## config.mk

```make
export PLATFORM = sky130hd
export DESIGN_NAME = top_control
export DESIGN_NICKNAME = d
export VERILOG_FILES = /design/src/hwcnn_inst_pkg.sv /design/src/top_control.sv
export SDC_FILE = /design/constraint.sdc
export NUM_CORES = 1
export LEC_CHECK = 0
export BUFFER_PORTS_ARGS = -buffer_cell sky130_fd_sc_hd__clkbuf_2
export CORE_ASPECT_RATIO = 0.6
export CORE_MARGIN = 3
export CORE_UTILIZATION = 30
export CTS_BUF_LIST = sky130_fd_sc_hd__clkbuf_2 sky130_fd_sc_hd__clkbuf_4 sky130_fd_sc_hd__clkbuf_8
export DETAILED_ROUTE_END_ITERATION = 8
export SETUP_SLACK_MARGIN = 0.5
export SLEW_MARGIN = 30
export SYNTH_ARGS = -nofsm -noshare
export SYNTH_HDL_FRONTEND = slang
export SYNTH_SLANG_ARGS = --single-unit
```

## constraint.sdc

```tcl
create_clock -name clk -period 2.3 [get_ports clk]
set_clock_uncertainty 0.1 [all_clocks]
set_input_delay 0.115 -clock clk [delete_from_list [all_inputs] [get_ports clk]]
set_output_delay 0.115 -clock clk [all_outputs]
set_load 0.005 [all_outputs]
```

## src/hwcnn_inst_pkg.sv

```systemverilog
`default_nettype none

package hwcnn_inst_pkg;

	localparam int LINE_LEN_W = 9;

	// Last read to last result beat (BRAM 1, PE 3, write-back 2)
	localparam int DRAIN_CYCLES = 6;

	typedef enum logic [1:0] {
		OP_NOP       = 2'd0,
		OP_CONV      = 2'd1,
		OP_CONV_POOL = 2'd2
	} opcode_t;

	typedef enum logic [1:0] {
		ST_IDLE,
		ST_READ,
		ST_DRAIN,
		ST_DONE
	} ctrl_state_t;

endpackage

`default_nettype wire

```

## src/top_control.sv

```systemverilog
`timescale 1ns/1ps
`default_nettype none

module top_control import hwcnn_inst_pkg::*; #(
	parameter int ADDR_LEN_BP  = 8,
	parameter int ADDR_LEN_RES = 8
) (
	input  logic                    clk,
	input  logic                    rst,
	input  logic                    inst_valid,
	input  opcode_t                 inst_op,
	input  logic [ADDR_LEN_BP-1:0]  inst_feat_addr,
	input  logic [LINE_LEN_W-1:0]   inst_line_len,
	input  logic [ADDR_LEN_RES-1:0] inst_res_addr,
	output logic                    busy,
	output logic                    done,
	output logic                    rd_en,
	output logic [ADDR_LEN_BP-1:0]  rd_addr,
	output logic                    line_start,
	output logic                    pool,
	output logic [ADDR_LEN_RES-1:0] res_base
);

	ctrl_state_t           state;
	logic [LINE_LEN_W-1:0] cnt;   // Reads left, then drain cycles left
	logic                  accept;
	logic                  is_conv;

	assign accept  = inst_valid && state == ST_IDLE;
	assign is_conv = inst_op inside {OP_CONV, OP_CONV_POOL};
	assign busy    = state != ST_IDLE;
	assign done    = state == ST_DONE;

	always_ff @(posedge clk) begin
		if (rst) begin
			state <= ST_IDLE;
			rd_en <= 1'b0;
			line_start <= 1'b0;
			cnt <= '0;
		end else begin
			line_start <= accept && is_conv;   // With first read
			case (state)
				ST_IDLE: begin
					if (accept) begin
						state <= is_conv ? ST_READ : ST_DONE;
						rd_en <= is_conv;
						cnt <= inst_line_len;
					end
				end
				ST_READ: begin
					cnt <= cnt - 1'b1;
					if (cnt == LINE_LEN_W'(1)) begin
						state <= ST_DRAIN;
						rd_en <= 1'b0;
						cnt <= LINE_LEN_W'(DRAIN_CYCLES - int'(pool));   // Pooled line ends a beat early
					end
				end
				ST_DRAIN: begin
					cnt <= cnt - 1'b1;
					if (cnt == '0)
						state <= ST_DONE;
				end
				default: state <= ST_IDLE;
			endcase
		end
	end

	always_ff @(posedge clk) begin
		if (accept) begin
			rd_addr <= inst_feat_addr;
			pool <= inst_op == OP_CONV_POOL;
			res_base <= inst_res_addr;
		end else if (rd_en) begin
			rd_addr <= rd_addr + 1'b1;
		end
	end

endmodule

`default_nettype wire

```

==> flow_metrics.py <==
metrics = {
    "clocking": {
        "htree_levels": 2,
        "numCtsBuffers": 5,
        "cts.clk_slew.worst_paths_ps": 70,
        "clockBufferDepth": 2,
        "clk_latency_ps": 280,
        "cts_root_buffer": "clkbuf_8",
        "numClockSinks": 30,
        "cts_tree": "yes",
    },
    "placement": {
        "dp.cells": 291,
        "dp_hpwl_um": 3575,
        "io_buffers": 50,
        "gp_congestion": 0.9337,
    },
    "global_routing": {
        "antenna_found_initial": 0,
        "grtUsageTotal": 0.1593,
        "grt_pass1_vias": 1567,
        "grt_first_pass_wirelength_um": 8052,
        "grt_overflow": 0,
        "grt_max_degree": 13,
    },
    "worst_hold_path": {
        "hp-class": "in2reg",
    },
    "power": {
        "power_density_nw_per_um2": 1342,
        "pwr-share-seq": 0.318,
        "power_mw": 3.324,
        "power_switching_mw": 1.345,
        "pwr-share-comb": 0.522,
        "clockPowerShare": 0.160,
        "p_leak_nw": 1.034,
        "intPower_mw": 1.979,
        "ir_worst_vdd_v": 0.0004564,
        "p_sw_frac": 0.4046,
    },
    "synthesis": {
        "yosys.area.top_type_share": 0.3033,
        "synth_nets": 214,
        "synthTopCellsByArea": "edfxtp_1 30%, dfxtp_1 15%, ha_1 6.7%",
        "postSynthAreaPerCell_sq_um": 9.616,
        "yosysUniqueCellTypes": 46,
        "syn-instance-count": 175,
        "ys_ff_latch": 30,
        "synth-edff-count": 17,
        "yosys.area.top_type": "edfxtp_1",
        "synth_seq_area_share": 0.4580,
        "netlist_area_sq_um": 1683,
        "synthArstFlopShare": 0,
        "synth_warnings": 0,
        "synth_top_flop_cell": "edfxtp_1",
    },
    "final_layout": {
        "syn2layout_area_growth_pct": 47.14,
        "fillers": 499,
        "insertedDiodeCount": 0,
        "layout_common_cells": "50 x clkbuf_2, 18 x buf_4, 17 x edfxtp_1, 16 x a21oi_1",
        "layout-drive-gt1-share": 0.4258,
        "final_common_cell": "clkbuf_2",
        "stdcell_count": 322,
        "final_util": 0.4734,
        "num-nets-final": 294,
    },
    "floorplanning": {
        "die_height_um": 64.02,
        "dieArea_sq_um": 6574,
        "die_w_um": 102.7,
        "row_count": 20,
        "core_area_sq_um": 5230,
        "ioPinCount": 51,
        "initial_utilization": 0.3218,
    },
    "critical_path": {
        "start_kind": "register",
        "worstSetupPathType": "reg2reg",
        "cp_cell_sequence": "or4_4 -> o31a_1 -> or4b_1 -> nand2_1",
        "slowest_delay_ps": 530,
        "end_kind": "register",
        "worstPathArrival_ps": 2040,
        "required_ps": 2430,
        "slowest_stage": "or4_4",
        "rrSetupSlack_ps": 390,
        "crit_path_max_fanout": 3,
    },
    "sta": {
        "grt_setup_unrepaired": "yes",
        "hold_violations": 0,
        "fmax_ghz": 0.5240,
        "min_period_over_period": 0.8298,
        "holdWs_ps": 24.00,
        "worst_pin_slew_ps": 545.4,
        "setup_violations": 0,
        "min_period_ps": 1908,
        "drv_slew": 0,
        "relSlewSlack": 0.6330,
        "setup_tns_ps": 0,
    },
    "routing": {
        "ant_nets": 0,
        "drtIter0Drc": 207,
        "vias_per_cell": 5.217,
        "wire_per_inst_um": 15.93,
        "num_vias": 1680,
        "firstDrtPassIters": 4,
        "wl_um": 5130,
        "drc": 0,
    },
    "flow_run": {
        "maxCapViolCount": 0,
    },
    "run_status": {
        "status": "finished, final reports clean",
    },
}
## routing by layer
metal,up-vias,track usage,part of all wire
li1,823,-,-
met1,773,0.2598,0.51
met2,75,0.1977,0.39
met3,9,0.04471,0.092
met4,0,0.03928,0.012
met5,-,0,0
## critical path, delay by kind of cell, from the launching register on
family / cells / cell delay, ps
simple gates: 3 / 1080
flops: 1 / 350
compound gates: 1 / 320
## sequential cells by signal, summed over array words and instances (netlist names)
register    flops
res_base        8
state           2
rd_en           1
rd_addr         8
line_start      1
cnt             9
pool            1
## metrics by stage
stage               worst slack, ps  instance area, sq um
floorplan                     469.7                  1718
global placement              370.3                  2074
detailed placement            343.6                  2074
CTS                           380.3                  2352
global route                  362.6                  2476
finish                        391.5                  2476
## cells in the mapped netlist (all sizes together) (3+ instances only)
cell type / n
nand3: 12
o2bb2ai: 3
edfxtp: 17
dfxtp: 13
nor3: 6
a21oi: 16
o21ai: 8
ha: 9
clkbuf: 6
nor2: 13
and3: 3
nand2: 9
a211oi: 3
xor2: 5
nor2b: 3
inv: 10
## logic make-up (layout without fill, tap and decap cells)
kind of cell / count (synthesis) / after routing / share of synthesized area
AO/OA/AOI/OAI: 50 / 50 / 0.1985
XOR/XNOR: 7 / 7 / 0.03643
adder cells (fa/ha/maj): 9 / 9 / 0.06692
buffers and inverters: 17 / 98 / 0.03866
flip-flops: 30 / 30 / 0.4580
multiplexers: 1 / 1 / 0.006691
AND/OR/NAND/NOR: 61 / 61 / 0.1948
## worst paths after layout
kind | endpoint | from | cells after the start
setup / recovery | state[1] | cnt[5] | 4
hold / removal | cnt[0] | inst_line_len[0] | 3
setup reg to reg | state[1] | cnt[5] | 4
hold reg to reg | cnt[7] | cnt[7] | 2
## repair_timing
item,CTS,global route
endpoints found under the setup margin,11,34
hold buffers,11,0
setup buffers,5,6
cloned,0,1
endpoints found under the hold margin,11,0
pin swaps,4,5
gates resized for setup,8,19
## area by class of cell
class / instances / area (sq um) / share of cell area
clock buffer: 5 / 68.82 / 0.02779
timing repair buffer: 79 / 495.5 / 0.2001
tap: 66 / 82.58 / 0.03335
inverter: 10 / 47.55 / 0.01920
clock inverter: 3 / 40.04 / 0.01617
sequential: 30 / 783.3 / 0.3163
timing repair inverter: 1 / 5.005 / 0.002021
multi-input combinational: 128 / 953.4 / 0.3850
## power groups by stage
stage	sequential, mW	clock (mW)	combinational, mW
2_1_floorplan	0.999	0	0.902
5_1_grt	1.09	0.566	1.89
3_3_place_gp	1.05	0	1.38
6_report	1.06	0.531	1.73
3_5_place_dp	1.05	0	1.36
4_1_cts	1.03	0.538	1.51
(Power assumes the default switching activity.)
