<file path="src/hwcnn_data_pkg.sv">
`default_nettype none

package hwcnn_data_pkg;

	localparam int KER_TAPS = 3;   // Taps per 1-D kernel
	localparam int TILE_LEN = 4;   // Samples per F(2,3) tile

	// Kernel taps plus one bias slot
	localparam int TAP_SEL_W = $clog2(KER_TAPS + 1);

	typedef logic signed [7:0]  feature_t;
	typedef logic signed [7:0]  weight_t;
	typedef logic signed [9:0]  wino_t;   // Doubled G*g
	typedef logic signed [23:0] acc_t;

endpackage

`default_nettype wire

</file>
<file path="src/wino_pe_core.sv">
`timescale 1ns/1ps
`default_nettype none

module wino_pe_core import hwcnn_data_pkg::*; #(
	parameter int X_PE = 4
) (
	input  logic                           clk,
	input  logic                           rst,
	input  logic                           tile_valid,
	input  feature_t [TILE_LEN-1:0]        tile,
	input  wino_t [X_PE-1:0][TILE_LEN-1:0] ker_wino,
	input  acc_t [X_PE-1:0]                bias,
	output logic                           pair_valid,
	output acc_t [X_PE-1:0][1:0]           pair
);

	typedef logic signed [8:0] dt_t;

	dt_t [TILE_LEN-1:0]            dt;   // B^T d, shared by all PEs
	acc_t [X_PE-1:0][TILE_LEN-1:0] prod;
	acc_t [X_PE-1:0]               sum0;
	acc_t [X_PE-1:0]               sum1;
	logic                          dt_valid;
	logic                          prod_valid;

	always_ff @(posedge clk) begin
		if (rst) begin
			dt_valid <= 1'b0;
			prod_valid <= 1'b0;
			pair_valid <= 1'b0;
		end else begin
			dt_valid <= tile_valid;
			prod_valid <= dt_valid;
			pair_valid <= prod_valid;
		end
	end

	////////////////////////////////////////
	// Stage 1 input transform
	always_ff @(posedge clk) begin
		if (tile_valid) begin
			dt[0] <= dt_t'(tile[0]) - dt_t'(tile[2]);
			dt[1] <= dt_t'(tile[1]) + dt_t'(tile[2]);
			dt[2] <= dt_t'(tile[2]) - dt_t'(tile[1]);
			dt[3] <= dt_t'(tile[1]) - dt_t'(tile[3]);
		end
	end

	// A^T m, still at twice the real scale
	always_comb begin
		for (int p = 0; p < X_PE; p++) begin
			sum0[p] = prod[p][0] + prod[p][1] + prod[p][2];
			sum1[p] = prod[p][1] - prod[p][2] - prod[p][3];
		end
	end

	////////////////////////////////////////
	// Stage 2 multiplies, stage 3 halve and bias
	always_ff @(posedge clk) begin
		for (int p = 0; p < X_PE; p++) begin
			if (dt_valid) begin
				for (int k = 0; k < TILE_LEN; k++)
					prod[p][k] <= acc_t'(dt[k]) * acc_t'(ker_wino[p][k]);
			end
			if (prod_valid) begin
				pair[p][0] <= (sum0[p] >>> 1) + bias[p];   // Exact, sum is even
				pair[p][1] <= (sum1[p] >>> 1) + bias[p];
			end
		end
	end

endmodule

`default_nettype wire

</file>
<file path="config.mk">
export PLATFORM = sky130hd
export DESIGN_NAME = wino_pe_core
export DESIGN_NICKNAME = d
export VERILOG_FILES = /design/src/hwcnn_data_pkg.sv /design/src/wino_pe_core.sv
export SDC_FILE = /design/constraint.sdc
export NUM_CORES = 2
export LEC_CHECK = 0
export ABC_AREA = 1
export BUFFER_PORTS_ARGS = -buffer_cell sky130_fd_sc_hd__buf_2
export CORE_ASPECT_RATIO = 0.9
export CORE_MARGIN = 1
export CORE_UTILIZATION = 55
export CTS_BUF_LIST = sky130_fd_sc_hd__clkbuf_2
export DETAILED_ROUTE_END_ITERATION = 10
export GPL_ROUTABILITY_DRIVEN = 0
export GPL_TIMING_DRIVEN = 0
export PLACE_DENSITY_LB_ADDON = 0.1
export SLEW_MARGIN = 20
export SYNTH_ARGS = -nofsm -noshare
export SYNTH_HDL_FRONTEND = slang
export SYNTH_SLANG_ARGS = --single-unit
</file>
<file path="constraint.sdc">
create_clock -name clk -period 18.88 [get_ports clk]
set_clock_uncertainty 0.2 [all_clocks]
set_input_delay 3.776 -clock clk [delete_from_list [all_inputs] [get_ports clk]]
set_output_delay 3.776 -clock clk [all_outputs]
set_load 0.01 [all_outputs]
</file>
==> metrics <==
deepest clock path buffer count 3; most common cell after layout, fill and taps aside sky130_fd_sc_hd__inv_1; worst reg2reg path startpoint dt[26]$_DFFE_PP_; Final Critical Period approximately 7.9 ns; All-Layer GR Usage about a third; result of the run completed; category of the worst setup path launch point primary input; setup repair after global routing missed its margin no; pin count of the biggest net entering global routing 62; full die area between 0.15 and 0.2 mm^2; fraction of layout cells with a size suffix above 1 under 10%; simple-gate share of the synthesized area between 10% and 20%; antenna violations before repair between 70 and 80; DIE HEIGHT 394.9 um; synthesis-stage register bit count between 500 and 600; register-to-register setup slack ~12 ns; maximum single-stage delay on the critical path between 0.6 and 0.7 ns; DP HPWL approximately 240 mm; critical register-to-register path endpoint prod[70]$_DFFE_PP_; Core Area approximately 0.17 mm^2; syn avg cell area around 8.3 um^2; dominant synthesized flop cell sky130_fd_sc_hd__edfxtp_1; hold path start dt_valid$_SDFF_PP0_; commonest non-fill, non-tap cells in the layout sky130_fd_sc_hd__inv_1, sky130_fd_sc_hd__nand2_1, sky130_fd_sc_hd__fa_1; Synth Area in Compound Gates between 6 and 7%; Final ANT Viol Nets 0; cell count of the worst reg-to-reg path 19; final layout net count about 14000; synthesized area 0.09432 mm^2; crit path max fanout 9; xor and xnor fraction of the mapped netlist area about 5.6%; hold violation count in the final report 0; crit path max-delay cell type sky130_fd_sc_hd__fa_1; Initial Utilization 55.61%; post-CTS setup buffers 0; final routed DRC violation total 0; Period Utilization, post-route between 40% and 50%; CTS-repair resized insts 0; drt first pass iters 9; area occupied by registers 0.01601 mm^2; Overflow after GRT 0; Tightest Pin Transition ~1.2 ns; Area Overhead vs Synth 6.551%; adder and majority cell fraction of the synthesized area approximately 43%; required time at the endpoint of the critical path about 20 ns; mux cell area share after synthesis 0%; CTS clk-pin slew, worst paths ~0.1 ns; total of endpoints with negative setup slack in the final report 0; vias between 70000 and 80000; CTS root buf sky130_fd_sc_hd__clkbuf_2; Worst Hold Path EP prod[303]$_DFFE_PP_; die outline width roughly 440 um; count of distinct cell types in the synthesized netlist 59; Max Slew Vio Count 0; detailed-route vias per instance about 5.4; Worst EP arrival approximately 8.9 ns; top achievable clock speed between 100 and 150 MHz; insertion delay of the later-clocked pin in the worst-skew pair between 1.5 and 2 ns; class of the most critical hold timing path reg2reg; TritonCTS clock tree yes; Maximum Capacitance Violations 0; Detailed Route WL 279.7 mm; hold buffers post-CTS 0; number of top-level pins between 400 and 500; number of flops mapped to enable cells by yosys between 500 and 600; area of combinational cells with multiple inputs 0.06682 mm^2; number of clock sinks between 500 and 600; tightest slew margin relative to the limit about a fifth; count of standard-cell rows 143; total negative setup slack 0 ns; fillers between 15000 and 20000; critical path, cell by cell clkbuf_1 -> nand2_1 -> inv_1 -> fa_1 -> fa_1 -> inv_1 -> fa_1 -> fa_1 -> inv_1 -> ha_1 -> ha_1 -> nand2_1 -> nor2_1 -> nand4_1 -> o21ai_0 -> inv_1 -> nand2_1 -> nand2_1; via count of the first global-routing pass roughly 77000; CTS Buf Count roughly 150; Clock H-tree levels 4; combinational family with the most area after synthesis adder cells; first-pass GRT wire length 429.7 mm; asr flop ratio synth 0%; Detailed Route Iter0 Violations roughly 6500; Synthesized Nets ~14000; post-synthesis sequential area ratio between 10% and 20%; Worst Setup Path Type in2reg; # port buffers roughly 320; number of instances on the worst hold path 1; Gate Count Post-Synth ~11000; type of destination of the critical path flip-flop; yosys warns 0; DR WL/cell about 20 um
flip-flops by register name (all words and copies together), names as in the netlist:
name	cells
prod	304
pair	192
dt	35
dt_valid	1
pair_valid	1
prod_valid	1
cell families after synthesis:
kind of cell               after synthesis
adders and majority gates             2416
xor gates and xnor gates               602
DFF                                    534
AOI/OAI and AO/OA                     1093
buffers and inverters                 3061
and+or+nand+nor                       3606
layout make-up:
class	instances	area share, %
clock buffer	197	0.9811
timing repair buffer	332	1.855
antenna	50	0.1245
sequential	534	15.93
buffer	309	1.164
clock inverter	51	0.3772
tap	2247	2.798
inverter	2752	10.28
multi-input combinational	7717	66.49
synthesized netlist by cell type (3+ instances only):
cell type	number	share of area, %
sky130_fd_sc_hd__inv_1	2747	11
sky130_fd_sc_hd__nand2_1	2520	10
sky130_fd_sc_hd__fa_1	1396	30
sky130_fd_sc_hd__ha_1	1020	14
sky130_fd_sc_hd__a21oi_1	570	3.0
sky130_fd_sc_hd__nor2_1	539	2.1
sky130_fd_sc_hd__edfxtp_1	531	17
sky130_fd_sc_hd__xor2_1	339	3.1
sky130_fd_sc_hd__clkbuf_1	301	1.2
sky130_fd_sc_hd__nand3_1	293	1.6
sky130_fd_sc_hd__xnor2_1	263	2.4
sky130_fd_sc_hd__o21ai_0	248	1.3
sky130_fd_sc_hd__nand4_1	74	0.49
sky130_fd_sc_hd__or2_2	56	0.37
sky130_fd_sc_hd__a31oi_1	50	0.33
sky130_fd_sc_hd__o21bai_1	45	0.36
sky130_fd_sc_hd__a21o_1	43	0.34
sky130_fd_sc_hd__nand2_2	31	0.21
sky130_fd_sc_hd__a21oi_2	26	0.24
sky130_fd_sc_hd__nor3_1	21	0.11
sky130_fd_sc_hd__o21ai_1	21	0.11
sky130_fd_sc_hd__o21ai_2	16	0.15
sky130_fd_sc_hd__a221oi_1	14	0.13
sky130_fd_sc_hd__nor2_2	14	0.093
sky130_fd_sc_hd__a21boi_2	11	0.13
sky130_fd_sc_hd__nor3_2	11	0.12
sky130_fd_sc_hd__o211ai_1	10	0.080
sky130_fd_sc_hd__a211oi_1	8	0.064
sky130_fd_sc_hd__and2_1	8	0.053
sky130_fd_sc_hd__o21a_1	8	0.064
sky130_fd_sc_hd__a21boi_0	6	0.048
sky130_fd_sc_hd__nor4_1	6	0.040
sky130_fd_sc_hd__or2_0	6	0.040
sky130_fd_sc_hd__nand3b_1	5	0.040
sky130_fd_sc_hd__buf_1	4	0.016
sky130_fd_sc_hd__buf_2	4	0.021
sky130_fd_sc_hd__inv_2	4	0.016
sky130_fd_sc_hd__nand2_4	4	0.048
sky130_fd_sc_hd__nand3_2	4	0.042
sky130_fd_sc_hd__nand4_2	4	0.053
sky130_fd_sc_hd__o21bai_2	4	0.048
sky130_fd_sc_hd__or2_1	4	0.027
sky130_fd_sc_hd__dfxtp_1	3	0.064
sky130_fd_sc_hd__o311ai_0	3	0.028
how the worst max path moves through the flow:
stage,end,depth (start not counted),startpoint,slack (ns)
6_report,prod[70]$_DFFE_PP_,18,ker_wino[29],11.01
5_1_grt,prod[70]$_DFFE_PP_,18,ker_wino[29],11.10
4_1_cts,prod[70]$_DFFE_PP_,18,ker_wino[29],11.37
3_5_place_dp,prod[70]$_DFFE_PP_,18,ker_wino[29],9.60
3_3_place_gp,prod[94]$_DFFE_PP_,0,dt_valid$_SDFF_PP0_,7.79
2_1_floorplan,prod[376]$_DFFE_PP_,17,ker_wino[159],10.71
metal layers:
layer	track usage (%)	part of all wire, %
met3	6.299	9.2
met4	17.81	6.3
met1	43.13	40
met2	50.66	44
met5	0	0.037
through the flow:
step	hold slack (ns)	util, %	setup WS (ns)	instance area (um^2)	std cells
6_report	0.4928	59.25	11.01	100500	14190
4_1_cts	0.4868	59.17	11.37	100400	14140
5_1_grt	0.5182	59.23	11.10	100500	14180
2_1_floorplan	0.5522	-	10.71	94320	11310
3_5_place_dp	0.5033	58.37	9.602	99010	13890
3_3_place_gp	0.6998	58.22	7.788	98740	13880
critical path, delay by kind of cell:
family | cells | cell delay [ns]
AOI/OAI and AO/OA | 1 | 0.56
and+or+nand+nor | 6 | 0.91
buffers and inverters | 5 | 0.74
adders and majority gates | 6 | 2.88
Power is not shown: default switching activity piles up to over one toggle a cycle in this logic, so the estimate is an artifact.
