## src/hwcnn_data_pkg.sv

```systemverilog
`default_nettype none

package hwcnn_data_pkg;

	localparam int KER_TAPS = 3;   // Taps per 1-D kernel
	localparam int TILE_LEN = 4;   // Samples per F(2,3) tile

	// Kernel taps plus one bias slot
	localparam int TAP_SEL_W = $clog2(KER_TAPS + 1);

	typedef logic signed [7:0]  feature_t;
	typedef logic signed [7:0]  weight_t;
	typedef logic signed [9:0]  wino_t;   // Doubled G*g
	typedef logic signed [23:0] acc_t;

endpackage

`default_nettype wire

```

## src/window_shift_register.sv

```systemverilog
`timescale 1ns/1ps
`default_nettype none

module window_shift_register import hwcnn_data_pkg::*; (
	input  logic                    clk,
	input  logic                    rst,
	input  logic                    line_start,
	input  logic                    samp_valid,
	input  feature_t                samp,
	output logic                    tile_valid,
	output feature_t [TILE_LEN-1:0] tile
);

	feature_t [TILE_LEN-2:0]     hist;   // Top entry is newest
	logic [$clog2(TILE_LEN)-1:0] phase;

	always_ff @(posedge clk) begin
		if (rst) begin
			phase <= '0;
			tile_valid <= 1'b0;
		end else begin
			tile_valid <= 1'b0;
			if (line_start) begin
				phase <= '0;
			end else if (samp_valid) begin
				// Fourth sample opens a tile, then step by two
				tile_valid <= phase == 2'(TILE_LEN - 1);
				phase <= (phase == 2'(TILE_LEN - 1)) ? 2'(TILE_LEN - 2) : phase + 1'b1;
			end
		end
	end

	always_ff @(posedge clk) begin
		if (samp_valid) begin
			hist <= {samp, hist[TILE_LEN-2:1]};
			tile <= {samp, hist};   // tile[0] is d0
		end
	end

endmodule

`default_nettype wire

```

## config.mk

```make
export PLATFORM = sky130hd
export DESIGN_NAME = window_shift_register
export DESIGN_NICKNAME = d
export VERILOG_FILES = /design/src/hwcnn_data_pkg.sv /design/src/window_shift_register.sv
export SDC_FILE = /design/constraint.sdc
export NUM_CORES = 1
export LEC_CHECK = 0
export ABC_AREA = 1
export BUFFER_PORTS_ARGS = -buffer_cell sky130_fd_sc_hd__buf_4
export CAP_MARGIN = 10
export CORE_UTILIZATION = 34
export DETAILED_ROUTE_END_ITERATION = 8
export PLACE_DENSITY_LB_ADDON = 0.12
export SLEW_MARGIN = 20
export SYNTH_ARGS = -nofsm -noshare
export SYNTH_HDL_FRONTEND = slang
export SYNTH_SLANG_ARGS = --single-unit
```

## constraint.sdc

```tcl
create_clock -name clk -period 1.4 [get_ports clk]
set_clock_uncertainty 0.1 [all_clocks]
set_input_delay 0.07 -clock clk [delete_from_list [all_inputs] [get_ports clk]]
set_output_delay 0.07 -clock clk [all_outputs]
set_load 0.005 [all_outputs]
```

==> results of run 1 <==
[cells in the final DEF, fill, tap and decap left out, drive strengths merged]
master,count
a21oi,1
buf,44
clkbuf,7
clkinv,1
dfxtp,3
dlygate4sd3,10
edfxtp,32
inv,5
nand2,4
nand3,1
nor2,2
[metrics by stage]
step	utilization [%]	cells
global route	53.51	154
floorplan	-	48
CTS	53.51	154
finish	53.51	154
detailed placement	48.22	136
global placement	48.22	136
[kinds of logic (layout without fill, tap and decap cells)]
group | count (synthesis) | in the layout
flops | 35 | 35
buf+inv | 5 | 67
compound gates | 1 | 1
simple gates | 7 | 7
[state kept, by name, indices dropped and copies added (netlist names)]
name / count
hist: 24
tile: 8
phase: 2
tile_valid: 1
[power by group]
part           switching [mW]  total (mW)  internal [mW]
combinational          0.0568       0.164          0.107
clock                   0.301       0.545          0.243
sequential             0.0281        1.24           1.22
[final timing paths]
check / slack (ps) / depth (start not counted) / end / start
worst max register to register: 620 / 0 / hist[6] / hist[14]
worst max-delay path: 50 / 6 / phase[1] / rst
worst min-delay path: 100 / 3 / tile_valid / samp_valid
worst min register to register: 360 / 0 / hist[5] / hist[13]
[synth_stat cells]
| master | count | area share, % |
|---|---|---|
| nand2_1 | 4 | 1.4 |
| nor2_1 | 1 | 0.35 |
| inv_1 | 5 | 1.7 |
| edfxtp_1 | 32 | 89 |
| a21oi_1 | 1 | 0.47 |
| dfxtp_1 | 3 | 5.6 |
| nor2_2 | 1 | 0.58 |
| nand3_1 | 1 | 0.47 |
[metal layers]
metal	wire length, microns	global-route usage [%]	up-vias
met2	857	16.09	30
li1	-	-	300
met1	577	9.595	281
met3	122	5.357	7
met5	0	0	-
met4	44	9.184	0
[final cells by class]
cell class                      instances  area [sq um]
Tap cell                               44         55.05
Inverter                                5         18.77
Sequential cell                        35          1021
Clock inverter                          1         5.005
Multi-Input combinational cell          8         35.03
Fill cell                             258          1408
Timing Repair Buffer                   54         430.4
Clock buffer                            7         55.05
[what timing repair did]
| item | in CTS | in global routing |
|---|---|---|
| hold endpoints to repair | 11 | 0 |
| resized for setup | 0 | 0 |
| hold buffers | 10 | 0 |
| buffers inserted | 0 | 0 |
| setup endpoints to repair | 0 | 0 |
==> flow_metrics.env, run 1 <==
export IMPL_port_buffers=44
export IMPL_syn_instance_count=48
export IMPL_drc=0
export IMPL_num_antenna_cells=0
export IMPL_dieArea_sq_um=3390
export IMPL_htree_levels=2
export IMPL_syn_area_sq_um=1075
export IMPL_row_count=20
export IMPL_viasPerCell=4.013
export IMPL_crit_path_end_kind="flop"
export IMPL_cp_slowest_stage_delay_ps=590
export IMPL_cpLargestDelayFamily="buffers and inverters"
export IMPL_synth_top_family_by_area="simple AND/OR/NAND/NOR gates"
export IMPL_fin_total_pwr_mw=1.953
export IMPL_startpoint_type="primary input"
export IMPL_synth_seq_area_share_pct=94.99
export IMPL_slew_headroom_pct=72.48
export IMPL_clkLatencyLatePin_ps=330
export IMPL_crit_required_ps=1570
export IMPL_tritoncts="yes"
export IMPL_layout_nets=121
export IMPL_peakVddDrop_mv=0.7012
export IMPL_synth_adder_area_share_pct=0
export IMPL_io_pins=45
export IMPL_status="finished clean"
export IMPL_placed_area_sq_um=1460
export IMPL_totalWireLength_microns=1602
export IMPL_worstPathArrival_ps=1520
export IMPL_holdWs_ps=98.44
export IMPL_cts_buffers=5
export IMPL_drv_cap=0
export IMPL_synth_simple_area_share_pct=2.794
export IMPL_vias=618
export IMPL_first_pass_iters=4
export IMPL_synth_area_per_cell_sq_um=22.39
export IMPL_leakage_nw=0.6579
export IMPL_syn_nets=60
export IMPL_setup_slack_ps=48.49
export IMPL_start_util_pct=35.50
export IMPL_synth_xor_area_share_pct=0
export IMPL_finalHoldViolCount=0
export IMPL_crit_buf_inv=4
export IMPL_cts_buffer_depth=2
export IMPL_grt_pass1_wl_microns=2339
export IMPL_power_density_nw_per_um2=1205
export IMPL_ctsRootBufferMaster="clkbuf_4"
export IMPL_fp_dieH_microns=58.23
export IMPL_worstMarginPinSlew_ps=412.9
export IMPL_synthMuxAreaShare_pct=0
export IMPL_path_max_fanout=3
export IMPL_min_path_type="primary input to flop"
export IMPL_die_width_microns=58.23
export IMPL_synth_compound_area_share_pct=0.4657
export IMPL_routedWlPerCell_microns=10.40
export IMPL_drt_iter0_markers=11
export IMPL_drv_slew=0
export IMPL_crit_top_cell="dlygate4sd3_1"
export IMPL_grtUsageTotal_pct=10.24
export IMPL_ys_types=8
export IMPL_antenna_left=0
export IMPL_dp_worst_setup_slack_ps=475.8
export IMPL_yosys_warnings=0
export IMPL_crit_chain="dlygate4sd3_1, buf_4, inv_1, nand2_1, dlygate4sd3_1, a21oi_1"
export IMPL_grt_ovfl_total=0
export IMPL_core_sq_um=3028
export IMPL_setup_violations=0
export IMPL_min_period_ps=1352
export IMPL_crit_type="primary input to flop"
export IMPL_rsz0062_at_grt="false"
export IMPL_antenna_found_initial=0
export IMPL_worst_path_max_delay_cell="dlygate4sd3_1"
export IMPL_routabilityCongestion=0.6918
export IMPL_clk_transition_reported_paths_ps=100
export IMPL_layout_worst_path_cycle_share_pct=96.54
export IMPL_drive_above_1_share_pct=47.27
export IMPL_final_cell_area_sq_um=1620
export IMPL_post_dp_hpwl_microns=1013
export IMPL_cts_sinks=35
export IMPL_fin_tns_setup_ps=0
export IMPL_fmax_ghz=0.7399
export IMPL_area_growth_syn_to_layout_pct=50.76
export IMPL_grt_pass1_vias=557
export IMPL_ys_ff_latch=35
export IMPL_grt_max_degree=36
(Power assumes the default switching activity.)
==> run 2, diff against run 1 <==
--- a/config.mk
+++ b/config.mk
@@ -11,7 +11,7 @@
 export CORE_UTILIZATION = 34
 export DETAILED_ROUTE_END_ITERATION = 8
 export PLACE_DENSITY_LB_ADDON = 0.12
-export SLEW_MARGIN = 20
+export SLEW_MARGIN = 30
 export SYNTH_ARGS = -nofsm -noshare
 export SYNTH_HDL_FRONTEND = slang
 export SYNTH_SLANG_ARGS = --single-unit
==> constraint.sdc (replaced) <==
create_clock -name clk -period 1.4 [get_ports clk]
set_clock_uncertainty 0.1 [all_clocks]
set_input_delay 0.14 -clock clk [delete_from_list [all_inputs] [get_ports clk]]
set_output_delay 0.14 -clock clk [all_outputs]
set_load 0.005 [all_outputs]
==> flow_metrics.env, run 2 (synthesized netlist as in run 1, its figures left out) <==
export IMPL_reg2regPathDepth=0
export IMPL_hold_end="tile_valid"
export IMPL_routabilityCongestion=0.6919
export IMPL_cpLargestDelayFamily="flip-flops"
export IMPL_drv_slew=0
export IMPL_num_antenna_cells=0
export IMPL_port_buffers=44
export IMPL_grt_max_degree=36
export IMPL_antenna_left=0
export IMPL_finalHoldViolCount=0
export IMPL_fmax_ghz=0.8859
export IMPL_worst_path_max_delay_cell="edfxtp_1"
export IMPL_largest_register="hist"
export IMPL_fp_dieH_microns=58.23
export IMPL_core_sq_um=3028
export IMPL_clkLatencyLatePin_ps=320
export IMPL_fin_tns_setup_ps=0
export IMPL_power_density_nw_per_um2=1177
export IMPL_die_width_microns=58.23
export IMPL_cts_sinks=35
export IMPL_crit_chain="buf_4"
export IMPL_dp_worst_setup_slack_ps=402.4
export IMPL_hold_buffers=10
export IMPL_io_pins=45
export IMPL_layout_nets=121
export IMPL_crit_type="flop to output pin"
export IMPL_crit_required_ps=1160
export IMPL_drive_above_1_share_pct=46.36
export IMPL_crit_start="hist[18]"
export IMPL_post_dp_hpwl_microns=1014
export IMPL_layout_worst_path_cycle_share_pct=80.63
export IMPL_cts_resized=0
export IMPL_setup_violations=0
export IMPL_layout_common_cells="44 x buf_4, 32 x edfxtp_1, 10 x dlygate4sd3_1"
export IMPL_tritoncts="yes"
export IMPL_cp_slowest_stage_delay_ps=420
export IMPL_largestRegisters="hist x24, tile x8, phase x2"
export IMPL_drv_cap=0
export IMPL_layout_commonest_cell="buf_4"
export IMPL_worstPathArrival_ps=890
export IMPL_grt_pass1_wl_microns=2373
export IMPL_status="finished clean"
export IMPL_clk_transition_reported_paths_ps=90
export IMPL_peakVddDrop_mv=0.6456
export IMPL_dieArea_sq_um=3390
export IMPL_row_count=20
export IMPL_wl_met3_microns=111
export IMPL_setup_slack_ps=271.2
export IMPL_path_max_fanout=2
export IMPL_area_growth_syn_to_layout_pct=49.82
export IMPL_cts_buffers=5
export IMPL_cts_buffer_depth=2
export IMPL_timing_rr_start="hist[18]"
export IMPL_vias=618
export IMPL_htree_levels=2
export IMPL_drc=0
export IMPL_first_pass_iters=4
export IMPL_regToRegEndpoint="hist[10]"
export IMPL_min_from="samp_valid"
export IMPL_min_path_type="primary input to flop"
export IMPL_worstMarginPinSlew_ps=411.0
export IMPL_antenna_found_initial=0
export IMPL_grt_ovfl_total=0
export IMPL_ctsRootBufferMaster="clkbuf_4"
export IMPL_grt_pass1_vias=561
export IMPL_hold_depth=3
export IMPL_min_period_ps=1129
export IMPL_cts_setup_buffers=0
export IMPL_drt_iter0_markers=11
export IMPL_startpoint_type="flop"
export IMPL_crit_path_end_kind="output pin"
export IMPL_leakage_nw=0.6533
export IMPL_routedWlPerCell_microns=10.22
export IMPL_rsz0062_at_grt="false"
export IMPL_largest_reg_flops=24
export IMPL_viasPerCell=4.013
export IMPL_dr_wl_met2_microns=843
export IMPL_r2r_slack_ps=630
export IMPL_grtUsageTotal_pct=10.34
export IMPL_totalWireLength_microns=1574
export IMPL_start_util_pct=35.50
export IMPL_crit_buf_inv=1
export IMPL_wl_met1_microns=566
export IMPL_maxUsedRoutingLayer="met4"
export IMPL_slew_headroom_pct=72.60
-- run 2: cell counts in the layout (fill, tap and decap cells not counted) --
No cell type changed its count.
-- run 2: worst max path at each step --
| stage | to | slack (ps) | cells past startpoint |
|---|---|---|---|
| 3_3_place_gp | phase[0] | 440 | 4 |
| 4_1_cts | tile[26] | 250 | 1 |
| 5_1_grt | tile[18] | 210 | 1 |
| 6_report | tile[26] | 270 | 1 |
| 3_5_place_dp | phase[0] | 400 | 4 |
| 2_1_floorplan | hist[0] | 650 | 0 |
-- run 2: per-layer routing --
metal  up-vias  global-route usage (%)
li1        299                       -
met1       280                   9.925
met2        32                   16.58
met3         7                   4.688
met4         0                   9.184
met5         -                       0
-- run 2: where the power goes --
part	internal, mW	switching, mW
clock network	0.196	0.290
logic	0.107	0.0571
registers	1.22	0.0284
-- run 2: through the flow --
step,power (mW),std cells,hold WS (ps),instance area [sq um],utilization (%)
after floorplan,1.280,48,138.9,1075,-
after global placement,1.410,136,219.0,1460,48.22
after detailed placement,1.415,136,219.5,1460,48.22
after CTS,1.926,154,165.2,1610,53.18
after global routing,1.986,154,171.1,1610,53.18
final,1.895,154,173.6,1610,53.18
-- run 2: cell type report --
| type | instances | area, sq um |
|---|---|---|
| clock buffers | 7 | 45.04 |
| well taps | 44 | 55.05 |
| repair buffers | 54 | 430.4 |
| fillers | 263 | 1418 |
| flip-flops and latches | 35 | 1021 |
| clock inverters | 1 | 5.005 |
| inverters | 5 | 18.77 |
| multi-input cells | 8 | 35.03 |
