[config.mk]
export PLATFORM = sky130hd
export DESIGN_NAME = write_back
export DESIGN_NICKNAME = d
export VERILOG_FILES = /design/src/hwcnn_data_pkg.sv /design/src/write_back.sv
export SDC_FILE = /design/constraint.sdc
export NUM_CORES = 1
export LEC_CHECK = 0
export BUFFER_PORTS_ARGS = -buffer_cell sky130_fd_sc_hd__buf_2
export CORE_MARGIN = 5
export CORE_UTILIZATION = 54
export DETAILED_ROUTE_END_ITERATION = 7
export MAX_ROUTING_LAYER = met4
export PLACE_DENSITY = 0.83
export SKIP_LAST_GASP = 1
export SLEW_MARGIN = 20
export SYNTH_ARGS = -nofsm -noshare
export SYNTH_HDL_FRONTEND = slang
export SYNTH_SLANG_ARGS = --single-unit
[constraint.sdc]
create_clock -name clk -period 3.7 [get_ports clk]
set_clock_uncertainty 0.15 [all_clocks]
set_input_delay 0.925 -clock clk [delete_from_list [all_inputs] [get_ports clk]]
set_output_delay 0.925 -clock clk [all_outputs]
set_load 0.05 [all_outputs]
[src/hwcnn_data_pkg.sv]
`default_nettype none

package hwcnn_data_pkg;

	localparam int KER_TAPS = 3;   // Taps per 1-D kernel
	localparam int TILE_LEN = 4;   // Samples per F(2,3) tile

	// Kernel taps plus one bias slot
	localparam int TAP_SEL_W = $clog2(KER_TAPS + 1);

	typedef logic signed [7:0]  feature_t;
	typedef logic signed [7:0]  weight_t;
	typedef logic signed [9:0]  wino_t;   // Doubled G*g
	typedef logic signed [23:0] acc_t;

endpackage

`default_nettype wire

[src/write_back.sv]
`timescale 1ns/1ps
`default_nettype none

module write_back import hwcnn_data_pkg::*; #(
	parameter int X_PE         = 4,
	parameter int ADDR_LEN_RES = 8
) (
	input  logic                    clk,
	input  logic                    rst,
	input  logic                    line_start,
	input  logic                    pool,
	input  logic [ADDR_LEN_RES-1:0] res_base,
	input  logic                    pair_valid,
	input  acc_t [X_PE-1:0][1:0]    pair,
	output logic                    res_valid,
	output logic [ADDR_LEN_RES-1:0] res_addr,
	output acc_t [X_PE-1:0]         res_data
);

	acc_t [X_PE-1:0]         second;   // Odd outputs waiting a cycle
	logic                    second_pend;
	logic [ADDR_LEN_RES-1:0] next_addr;
	logic                    beat;

	assign beat = pair_valid || second_pend;

	always_ff @(posedge clk) begin
		if (rst) begin
			res_valid <= 1'b0;
			second_pend <= 1'b0;
		end else begin
			res_valid <= beat;
			second_pend <= pair_valid && !pool;
		end
	end

	always_ff @(posedge clk) begin
		if (line_start)
			next_addr <= res_base;
		else if (beat)
			next_addr <= next_addr + 1'b1;
		if (beat)
			res_addr <= next_addr;
		for (int p = 0; p < X_PE; p++) begin
			if (pair_valid) begin
				// Pool by two keeps the larger output
				res_data[p] <= (pool && pair[p][1] > pair[p][0]) ? pair[p][1] : pair[p][0];
				second[p] <= pair[p][1];
			end else if (second_pend) begin
				res_data[p] <= second[p];
			end
		end
	end

endmodule

`default_nettype wire

==> impl_results.md, run 1 <==
- WS Path Type: primary input to flip-flop
- Tmin final: 3397 ps
- Comb power frac: 22.1%
- Synth Flop Type: edfxtp_1
- WL/cell: 18.71 um
- CP max FO: 24
- Vias in the first global route: 9,736
- Slowest cell on the critical path: nor4_1
- Slowest cell delay on critical path: 660 ps
- TNS Setup: 0 ps
- RR Startpoint: second_pend$_SDFF_PP0_
- Largest net degree at the start of global routing: 106
- 1st-iter DRT viols: 920
- Area growth, synth to finish: 22.40%
- Num CTS Buffers: 24
- Period utilisation layout: 91.80%
- FF+latch count, synth: 210
- Net Sw Frac: 30.04%
- Clk root buf: clkbuf_16
- Rows: 54
- Ys Warns: 0
- Via density: 5.863
- Vias: 10,050
- # clock sinks: 210
- Worst Path Required: 3800 ps
- Synth Cell Area: 0.01194 mm^2
- Final slew viol count: 0
- First-pass GRT wire length: 49,420 um
- Worst reg2reg setup slack: 2180 ps
- Die width: 158.7 um
- HP Class: flip-flop to flip-flop
- Initial antenna violation count: 10
- First-pass detailed-route iteration total: 6
- RSZ-0062 raised after global routing: false
- Fillers: 1,658
- Pwr Density: 459.7 mW/mm^2
- Cells after synthesis: 1,112
- Async SR Flop Fraction: 0%
- Final hold violations: 0
- Final wirelength: 32,070 um
- Tot GR Track Use: 25.14%
- Critical path origin: pair[167]
- Crit path capture: res_data[95]$_DFFE_PP_
- Clk pwr share: 33.9%
- Hold buffers post-CTS: 0
- Total power: 6.718 mW
- GRT overflow: 0
- Placed instance area: 0.01385 mm^2
- Die Span Y: 158.7 um
- Clk buf depth: 3
- Setup violations, final: 0
- Reg2reg path depth: 2
- Synth cell types: 44
- Seq pwr share: 44.0%
- Core ar.: 0.02182 mm^2
- Routability cong.: 0.9051
- WHS: 335.3 ps
- Fraction of layout cells with a size suffix above 1: 26.28%
- Post-layout util: 66.96%
- Syn Area/Cell: 10.74 um^2
- H-Tree Level Count: 1
- Worst-Skew Late Latency: 510 ps
- Critical path cell sequence: buf_2 -> inv_1 -> ha_1 -> nand4_1 -> nor4_1 -> o31a_1 -> or3_1 -> buf_4 -> a21oi_1 -> a311o_1
- Peak supply drop: 0.0003230 V
- Worst path bufs/invs: 3
- DP HPWL: 22,940 um
- Net count after synthesis: 1,414
- Fmax achieved: 294.4 MHz
- Startpoint type of the worst setup path: primary input
- Critical Path AT: 3490 ps
- Max Cap Viol: 0
- Sequential fraction of the synthesis area: 52.65%
- Die area: 0.02518 mm^2
- Status: finished clean
- CP top delay family: simple AND/OR/NAND/NOR gates
- Setup crit end kind: flip-flop
- TritonCTS clock tree: done
- EDFF count, synth: 208
- Post-route cell area: 0.01461 mm^2
- Worst slew margin: 52.92%
- Net Sw Power: 2.018 mW
- Resize count post-CTS: 0
- Ports: 310
- RR Endpoint: res_data[8]$_DFFE_PP_
- Initial Util: 54.71%
- Post-CTS Setup Bufs: 0
- Number of routed nets with antenna violations: 0
- DRC: 0
- LEAKAGE: 6.540 nW
- Port bufs: 309
- Crit path depth: 10
- Number of nets in the layout: 1,710
- Internal Power: 4.700 mW
- Worst-path clk slew: 60 ps
- Slew @ Worst Pin: 702.1 ps
-- how the worst min path moves through the flow --
stage | start | cells past startpoint | slack, ps | to
global route | next_addr[7]$_DFFE_PP_ | 0 | 350 | res_addr[7]$_DFFE_PP_
global placement | next_addr[7]$_DFFE_PP_ | 0 | 300 | res_addr[7]$_DFFE_PP_
detailed placement | next_addr[1]$_DFFE_PP_ | 0 | 320 | res_addr[1]$_DFFE_PP_
finish | next_addr[1]$_DFFE_PP_ | 0 | 340 | res_addr[1]$_DFFE_PP_
CTS | next_addr[1]$_DFFE_PP_ | 0 | 330 | res_addr[1]$_DFFE_PP_
floorplan | next_addr[1]$_DFFE_PP_ | 0 | 300 | res_addr[1]$_DFFE_PP_
-- state kept, by name, indices dropped and copies added (netlist names) --
signal and cells:
second 96, second_pend 1, res_data 96, next_addr 8, res_valid 1, res_addr 8
-- stage by stage --
step | std cells | setup slack [ps]
2_1_floorplan | 1112 | 325.8
3_3_place_gp | 1662 | 41.13
4_1_cts | 1703 | 423.5
3_5_place_dp | 1662 | -75.08
5_1_grt | 1713 | 290.9
6_report | 1714 | 303.3
-- logic make-up (layout without fill, tap and decap cells) --
family	Yosys count	after routing	share of synthesized area (%)
DFF	210	210	52.65
other	0	11	0
AOI/OAI and AO/OA	258	258	15.82
adders and majority gates	97	97	10.17
xor gates and xnor gates	6	6	0.4402
buffers and inverters	215	526	6.969
and+or+nand+nor	325	325	13.85
muxes	1	1	0.09431
-- routing by layer --
layer | part of all wire, % | vias up | wire [um] | global-route usage [%]
met5 | 0 | - | 0 | -
met4 | 3.3 | 0 | 1060 | 9.423
met3 | 9.1 | 78 | 2919 | 4.784
met2 | 47 | 493 | 15180 | 38.73
met1 | 40 | 4743 | 12910 | 33.33
li1 | - | 4735 | - | -
-- synthesized netlist by cell type (4+ instances only) --
cell type	number	share of area [%]
a311o_1	24	2.0
nor2b_1	30	1.6
inv_1	147	4.6
a21boi_1	5	0.31
o21ai_0	14	0.59
o221ai_1	48	3.5
o211ai_1	4	0.25
nand4_1	50	2.6
a21o_1	79	5.0
a21oi_1	63	2.6
nand2_1	89	2.8
nand3_1	109	4.6
nor2_1	8	0.25
nor4_1	5	0.26
nand2b_1	24	1.3
ha_1	97	10
buf_2	8	0.34
a21boi_0	4	0.25
edfxtp_1	208	52
xor2_1	4	0.29
clkbuf_1	58	1.8
-- power groups by stage --
stage,Clock [mW],Sequential [mW],Combinational [mW]
3_3_place_gp,0,3.00,1.44
5_1_grt,2.44,2.98,1.60
3_5_place_dp,0,3.01,1.48
2_1_floorplan,0,3.42,0.557
4_1_cts,2.32,2.96,1.48
6_report,2.27,2.96,1.48
-- cell type report --
cell class	count	area, um^2	area share (%)
antenna	11	27.53	0.1884
clock buffer	30	644.4	4.410
clock inverter	11	93.84	0.6422
inverter	147	551.8	3.776
multi-input combinational	687	4835	33.08
sequential	210	6286	43.02
tap	280	350.3	2.397
timing repair buffer	338	1824	12.48
-- layout by cell type, fill, tap and decap left out, drive strengths merged, types with 2 or more instances in the layout --
cell type,instances
o31ai,3
diode,11
edfxtp,208
nand3,109
nor2,8
nor4,5
o221ai,48
buf,338
xnor2,2
clkinv,9
a21oi,64
nor2b,30
bufinv,2
or3,2
o211ai,5
nor3,3
a41o,2
ha,97
a21o,79
clkbuf,30
o21ai,15
a311o,24
nand4,50
a22oi,2
nand2,89
inv,147
dfxtp,2
a21boi,9
and3,2
xor2,4
nand2b,24
Power figures use the tool's default switching activity.
==> inputs of run 2 (changes only) <==
Settings changed: BUFFER_PORTS_ARGS -buffer_cell sky130_fd_sc_hd__buf_2 to default, CORE_UTILIZATION 54 to 55, DONT_BUFFER_PORTS from default to 1, PLACE_DENSITY 0.83 to 0.72, TNS_END_PERCENT from default to 100.
==> impl_results.md, run 2 (synthesized netlist as in run 1, its figures left out) <==
- Tot GR Track Use: 23.40%
- Pwr Density: 485.5 mW/mm^2
- Slew @ Worst Pin: 576.3 ps
- Critical path cell sequence: inv_1 -> ha_1 -> a21oi_1 -> o21a_1 -> o221a_2 -> o211ai_1 -> or3_1 -> a21bo_4 -> a311o_1
- Vias: 8,547
- Critical Path AT: 3110 ps
- Routability cong.: 0.8547
- Clk buf depth: 3
- H-Tree Level Count: 1
- Most common cell after layout, fill and taps aside: edfxtp_1
- Fillers: 1,781
- Port bufs: 0
- Setup crit end kind: flip-flop
- Post-CTS Setup Bufs: 0
- LEAKAGE: 5.244 nW
- Clk root buf: clkbuf_16
- Placed instance area: 0.01222 mm^2
- Initial Util: 55.22%
- WS Path Type: primary input to flip-flop
- Status: finished clean
- Max Cap Viol: 0
- Final slew viol count: 0
- Post-layout util: 59.81%
- # clock sinks: 210
- Die area: 0.02475 mm^2
- Hold buffers post-CTS: 0
- Area growth, synth to finish: 8.311%
- Worst-Skew Late Latency: 500 ps
- Slowest cell delay on critical path: 420 ps
- Resize count post-CTS: 0
- First-pass detailed-route iteration total: 5
- Largest regs: res_data (96), second (96)
- Initial antenna violation count: 1
- CP max FO: 24
- Peak supply drop: 0.0002883 V
- Worst-path clk slew: 60 ps
- Final hold violations: 0
- Core ar.: 0.02162 mm^2
- Fraction of layout cells with a size suffix above 1: 5.500%
- Num CTS Buffers: 24
- Number of routed nets with antenna violations: 0
- Worst Path Required: 3800 ps
- Die Span Y: 157.3 um
- Die width: 157.3 um
- Startpoint type of the worst setup path: primary input
- Slowest cell on the critical path: or3_1
- DRC: 0
- Vias in the first global route: 8,232
- Rows: 54
- Post-route cell area: 0.01293 mm^2
- Setup violations, final: 0
- HP Class: flip-flop to flip-flop
- Number of nets in the layout: 1,394
- GRT overflow: 0
- Period utilisation layout: 81.34%
- Worst slew margin: 61.66%
- TNS Setup: 0 ps
- TritonCTS clock tree: done
- Tmin final: 3010 ps
- Commonest cells after routing, fill and taps aside: edfxtp_1, inv_1, nand3_1
- Ports: 310
- Fmax achieved: 332.3 MHz
- First-pass GRT wire length: 44,930 um
- DP HPWL: 20,570 um
- Via density: 6.149
- Final wirelength: 29,590 um
- 1st-iter DRT viols: 730
- Largest net degree at the start of global routing: 388
- WL/cell: 21.29 um
- RSZ-0062 raised after global routing: false
## run 2: area by class of cell
type	count	area, um^2	area share, %
antenna	1	2.502	0.01935
sequential	210	6286	48.61
clock buffer	40	691.9	5.351
tap	280	350.3	2.709
inverter	147	551.8	4.267
timing repair buffer	22	190.2	1.471
clock inverter	3	16.27	0.1258
multi-input combinational	687	4842	37.45
## run 2: report_power, final
part           internal [mW]  switching, mW
clock network           1.27          0.905
logic                  0.294          0.390
registers               2.90          0.520
total                   4.46           1.81
## run 2: worst max-delay path, delay by kind of cell
kind            cells  cell delay, ps
compound gates      6            1440
simple gates        1             420
fa+ha+maj           1             290
buf+inv             1              20
## run 2: worst paths after layout
check	slack (ps)	startpoint	endpoint	cells past startpoint
worst min register to register	330	next_addr[7]$_DFFE_PP_	res_addr[7]$_DFFE_PP_	0
worst max register to register	1990	second_pend$_SDFF_PP0_	res_data[66]$_DFFE_PP_	2
worst min-delay path	330	next_addr[7]$_DFFE_PP_	res_addr[7]$_DFFE_PP_	0
worst max-delay path	690	pair[157]	res_data[87]$_DFFE_PP_	9
## run 2: layer usage
metal	vias to the layer above	global-route usage [%]	part of all wire, %
li1	4088	-	-
met1	4025	28.91	38
met2	377	36.64	47
met3	57	8.029	12
met4	0	7.087	2.9
met5	-	-	0
## run 2: metrics by stage
stage	hold slack [ps]	instances	power [mW]	setup WS [ps]
final	329.6	1390	6.278	690.3
after global routing	318.6	1390	6.541	612.8
after CTS	318.3	1389	6.334	735.1
after detailed placement	316.0	1346	4.154	194.9
after global placement	307.0	1346	4.129	240.2
after floorplan	296.0	1112	3.982	325.8
==> inputs of run 3 (changes only) <==
Settings changed: ABC_AREA from default to 1, PLACE_DENSITY 0.72 to 0.75.
Clock period 3.7 ns to 2.63 ns, I/O delays scaled along.
==> impl_results.md, run 3 <==
- Area leader, netlist: edfxtp_1
- Tmin final: 2238 ps
- Fmax achieved: 446.9 MHz
- Area growth, synth to finish: 10.77%
- Pwr Density: 688.5 mW/mm^2
- Worst-path clk slew: 60 ps
- Number of nets in the layout: 1,677
- Net count after synthesis: 1,660
- Worst path bufs/invs: 2
- Resize count post-CTS: 0
- Post-synth top cells: nand2_1, inv_1, edfxtp_1
- Crit path top cell by count: nand2_1
- Die area: 0.02507 mm^2
- TNS Setup: 0 ps
- FF+latch count, synth: 210
- Core ar.: 0.02176 mm^2
- Synth Cell Area: 0.01210 mm^2
- Worst slew margin: 60.04%
- Met2 GRT Util: 38.47%
- Status: finished clean
- Tot GR Track Use: 23.83%
- CP max FO: 17
- Largest net degree at the start of global routing: 194
- RSZ-0062 raised after global routing: false
- Critical Path AT: 2340 ps
- Setup violations, final: 0
- Max Cap Viol: 0
- TritonCTS clock tree: done
- WS Path Type: primary input to flip-flop
- Post-CTS Setup Bufs: 0
- Rows: 54
- Slew @ Worst Pin: 600.6 ps
- Post-synth top area share: 51.62%
- Die width: 158.3 um
- CP top delay family: simple AND/OR/NAND/NOR gates
- Top-count cell post-synth: nand2_1
- Routability cong.: 0.8584
- Area contributors post-synth: edfxtp_1, nand2_1, ha_1
- GRT overflow: 0
- Worst-Skew Late Latency: 500 ps
- Final wirelength: 30,010 um
- 1st-iter DRT viols: 679
- Sequential fraction of the synthesis area: 51.95%
- Port bufs: 0
- Critical path cell sequence: inv_1 -> ha_1 -> nand2_1 -> nor2_2 -> nand2_1 -> nor3_2 -> nand2_1 -> nand2_1 -> nand2_2 -> nand3_2 -> buf_12 -> nand2_1 -> nand3_1 -> nand2_1
- Startpoint type of the worst setup path: primary input
- Peak supply drop: 0.0005196 V
- Most common cell after layout, fill and taps aside: nand2_1
- Met3 Use GR: 7.801%
- H-Tree Level Count: 1
- Initial antenna violation count: 0
- Synth cell types: 27
- Fraction of layout cells with a size suffix above 1: 7.698%
- Via density: 5.583
- First-pass GRT wire length: 46,740 um
- Period utilisation layout: 85.09%
- Final hold violations: 0
- Setup crit end kind: flip-flop
- Async SR Flop Fraction: 0%
- Cells after synthesis: 1,358
- Post-route insts no fill: 1,670
- Largest regs: res_data (96), second (96)
- Num CTS Buffers: 23
- Number of routed nets with antenna violations: 0
- Clk buf depth: 3
- Slowest cell on the critical path: ha_1
- DRC: 0
- HP Class: primary input to flip-flop
- Die Span Y: 158.3 um
- Initial Util: 55.62%
- Fillers: 1,755
- Ys Warns: 0
- WL/cell: 17.97 um
- EDFF count, synth: 208
- Slowest cell delay on critical path: 350 ps
- Vias in the first global route: 9,108
- Most Crowded Layer GR: met2
- # clock sinks: 210
- Ports: 310
- Hold buffers post-CTS: 0
- Vias: 9,323
- LEAKAGE: 6.533 nW
- Synth Flop Type: edfxtp_1
- Syn Area/Cell: 8.910 um^2
- DP HPWL: 21,570 um
- Commonest cells after routing, fill and taps aside: nand2_1, inv_1, edfxtp_1
- # placed instances: 1,630
- Diodes inserted: 0
- Grt met1 use: 28.86%
- Worst Path Required: 2730 ps
- First-pass detailed-route iteration total: 5
- Clk root buf: clkbuf_16
- Final slew viol count: 0
-- run 3: cell types whose count changed after synthesis, moves of 30 or more --
cell	before	now
nand2_1	89	437
inv_1	147	237
a21o_1	79	4
o221ai_1	48	0
nand4_1	50	97
clkbuf_1	58	20
a21oi_1	63	33
nor2b_1	30	0
-- run 3: kinds of logic after synthesis --
family / Yosys count / share of synthesized area (%)
xor+xnor: 1 / 0.07239
simple gates: 711 / 26.22
fa+ha+maj: 97 / 10.03
buf+inv: 292 / 9.585
compound gates: 47 / 2.141
flops: 210 / 51.95
-- run 3: stage by stage --
step           instance area (um^2)  setup WS [ps]  util [%]  hold WS [ps]  total power [mW]
2_1_floorplan                 12110          42.27         -         276.4             5.783
3_3_place_gp                  12680         -23.61     58.28         305.4             6.120
3_5_place_dp                  12680         -87.17     58.28         304.1             6.168
4_1_cts                       13400          428.7     61.61         48.56             9.297
5_1_grt                       13400          248.5     61.61         47.48             9.649
6_report                      13400          392.2     61.61         71.90             9.228
-- run 3: area by class of cell --
class                      count  area, um^2  share of cell area, %
sequential                   210        6286                  46.90
multi-input combinational    856        4677                  34.89
inverter                     238       894.6                  6.674
clock buffer                  32       659.4                  4.919
timing repair buffer          46       470.5                  3.510
tap                          280       350.3                  2.614
clock inverter                 8       66.31                 0.4947
-- run 3: path summary, 6_finish.rpt --
path                          startpoint                     end  slack [ps]  cells past startpoint
setup / recovery               pair[119]  res_data[64]$_DFFE_PP_         390                     14
hold / removal                       rst    res_valid$_SDFF_PP0_          70                      1
setup reg to reg  next_addr[0]$_DFFE_PP_  next_addr[6]$_DFFE_PP_         950                      8
hold reg to reg   next_addr[4]$_DFFE_PP_   res_addr[4]$_DFFE_PP_         310                      0
-- run 3: per-layer routing --
layer	up-vias	wire length, um
li1	4554	-
met1	4312	11610
met2	402	14490
met3	55	3131
met4	0	776
met5	-	0
-- run 3: power breakdown --
group          internal, mW  leakage, nW  total [mW]  switching (mW)
combinational         0.465         4.10        1.21           0.741
sequential             4.10         2.07        4.90           0.804
clock                  1.84        0.360        3.12            1.28
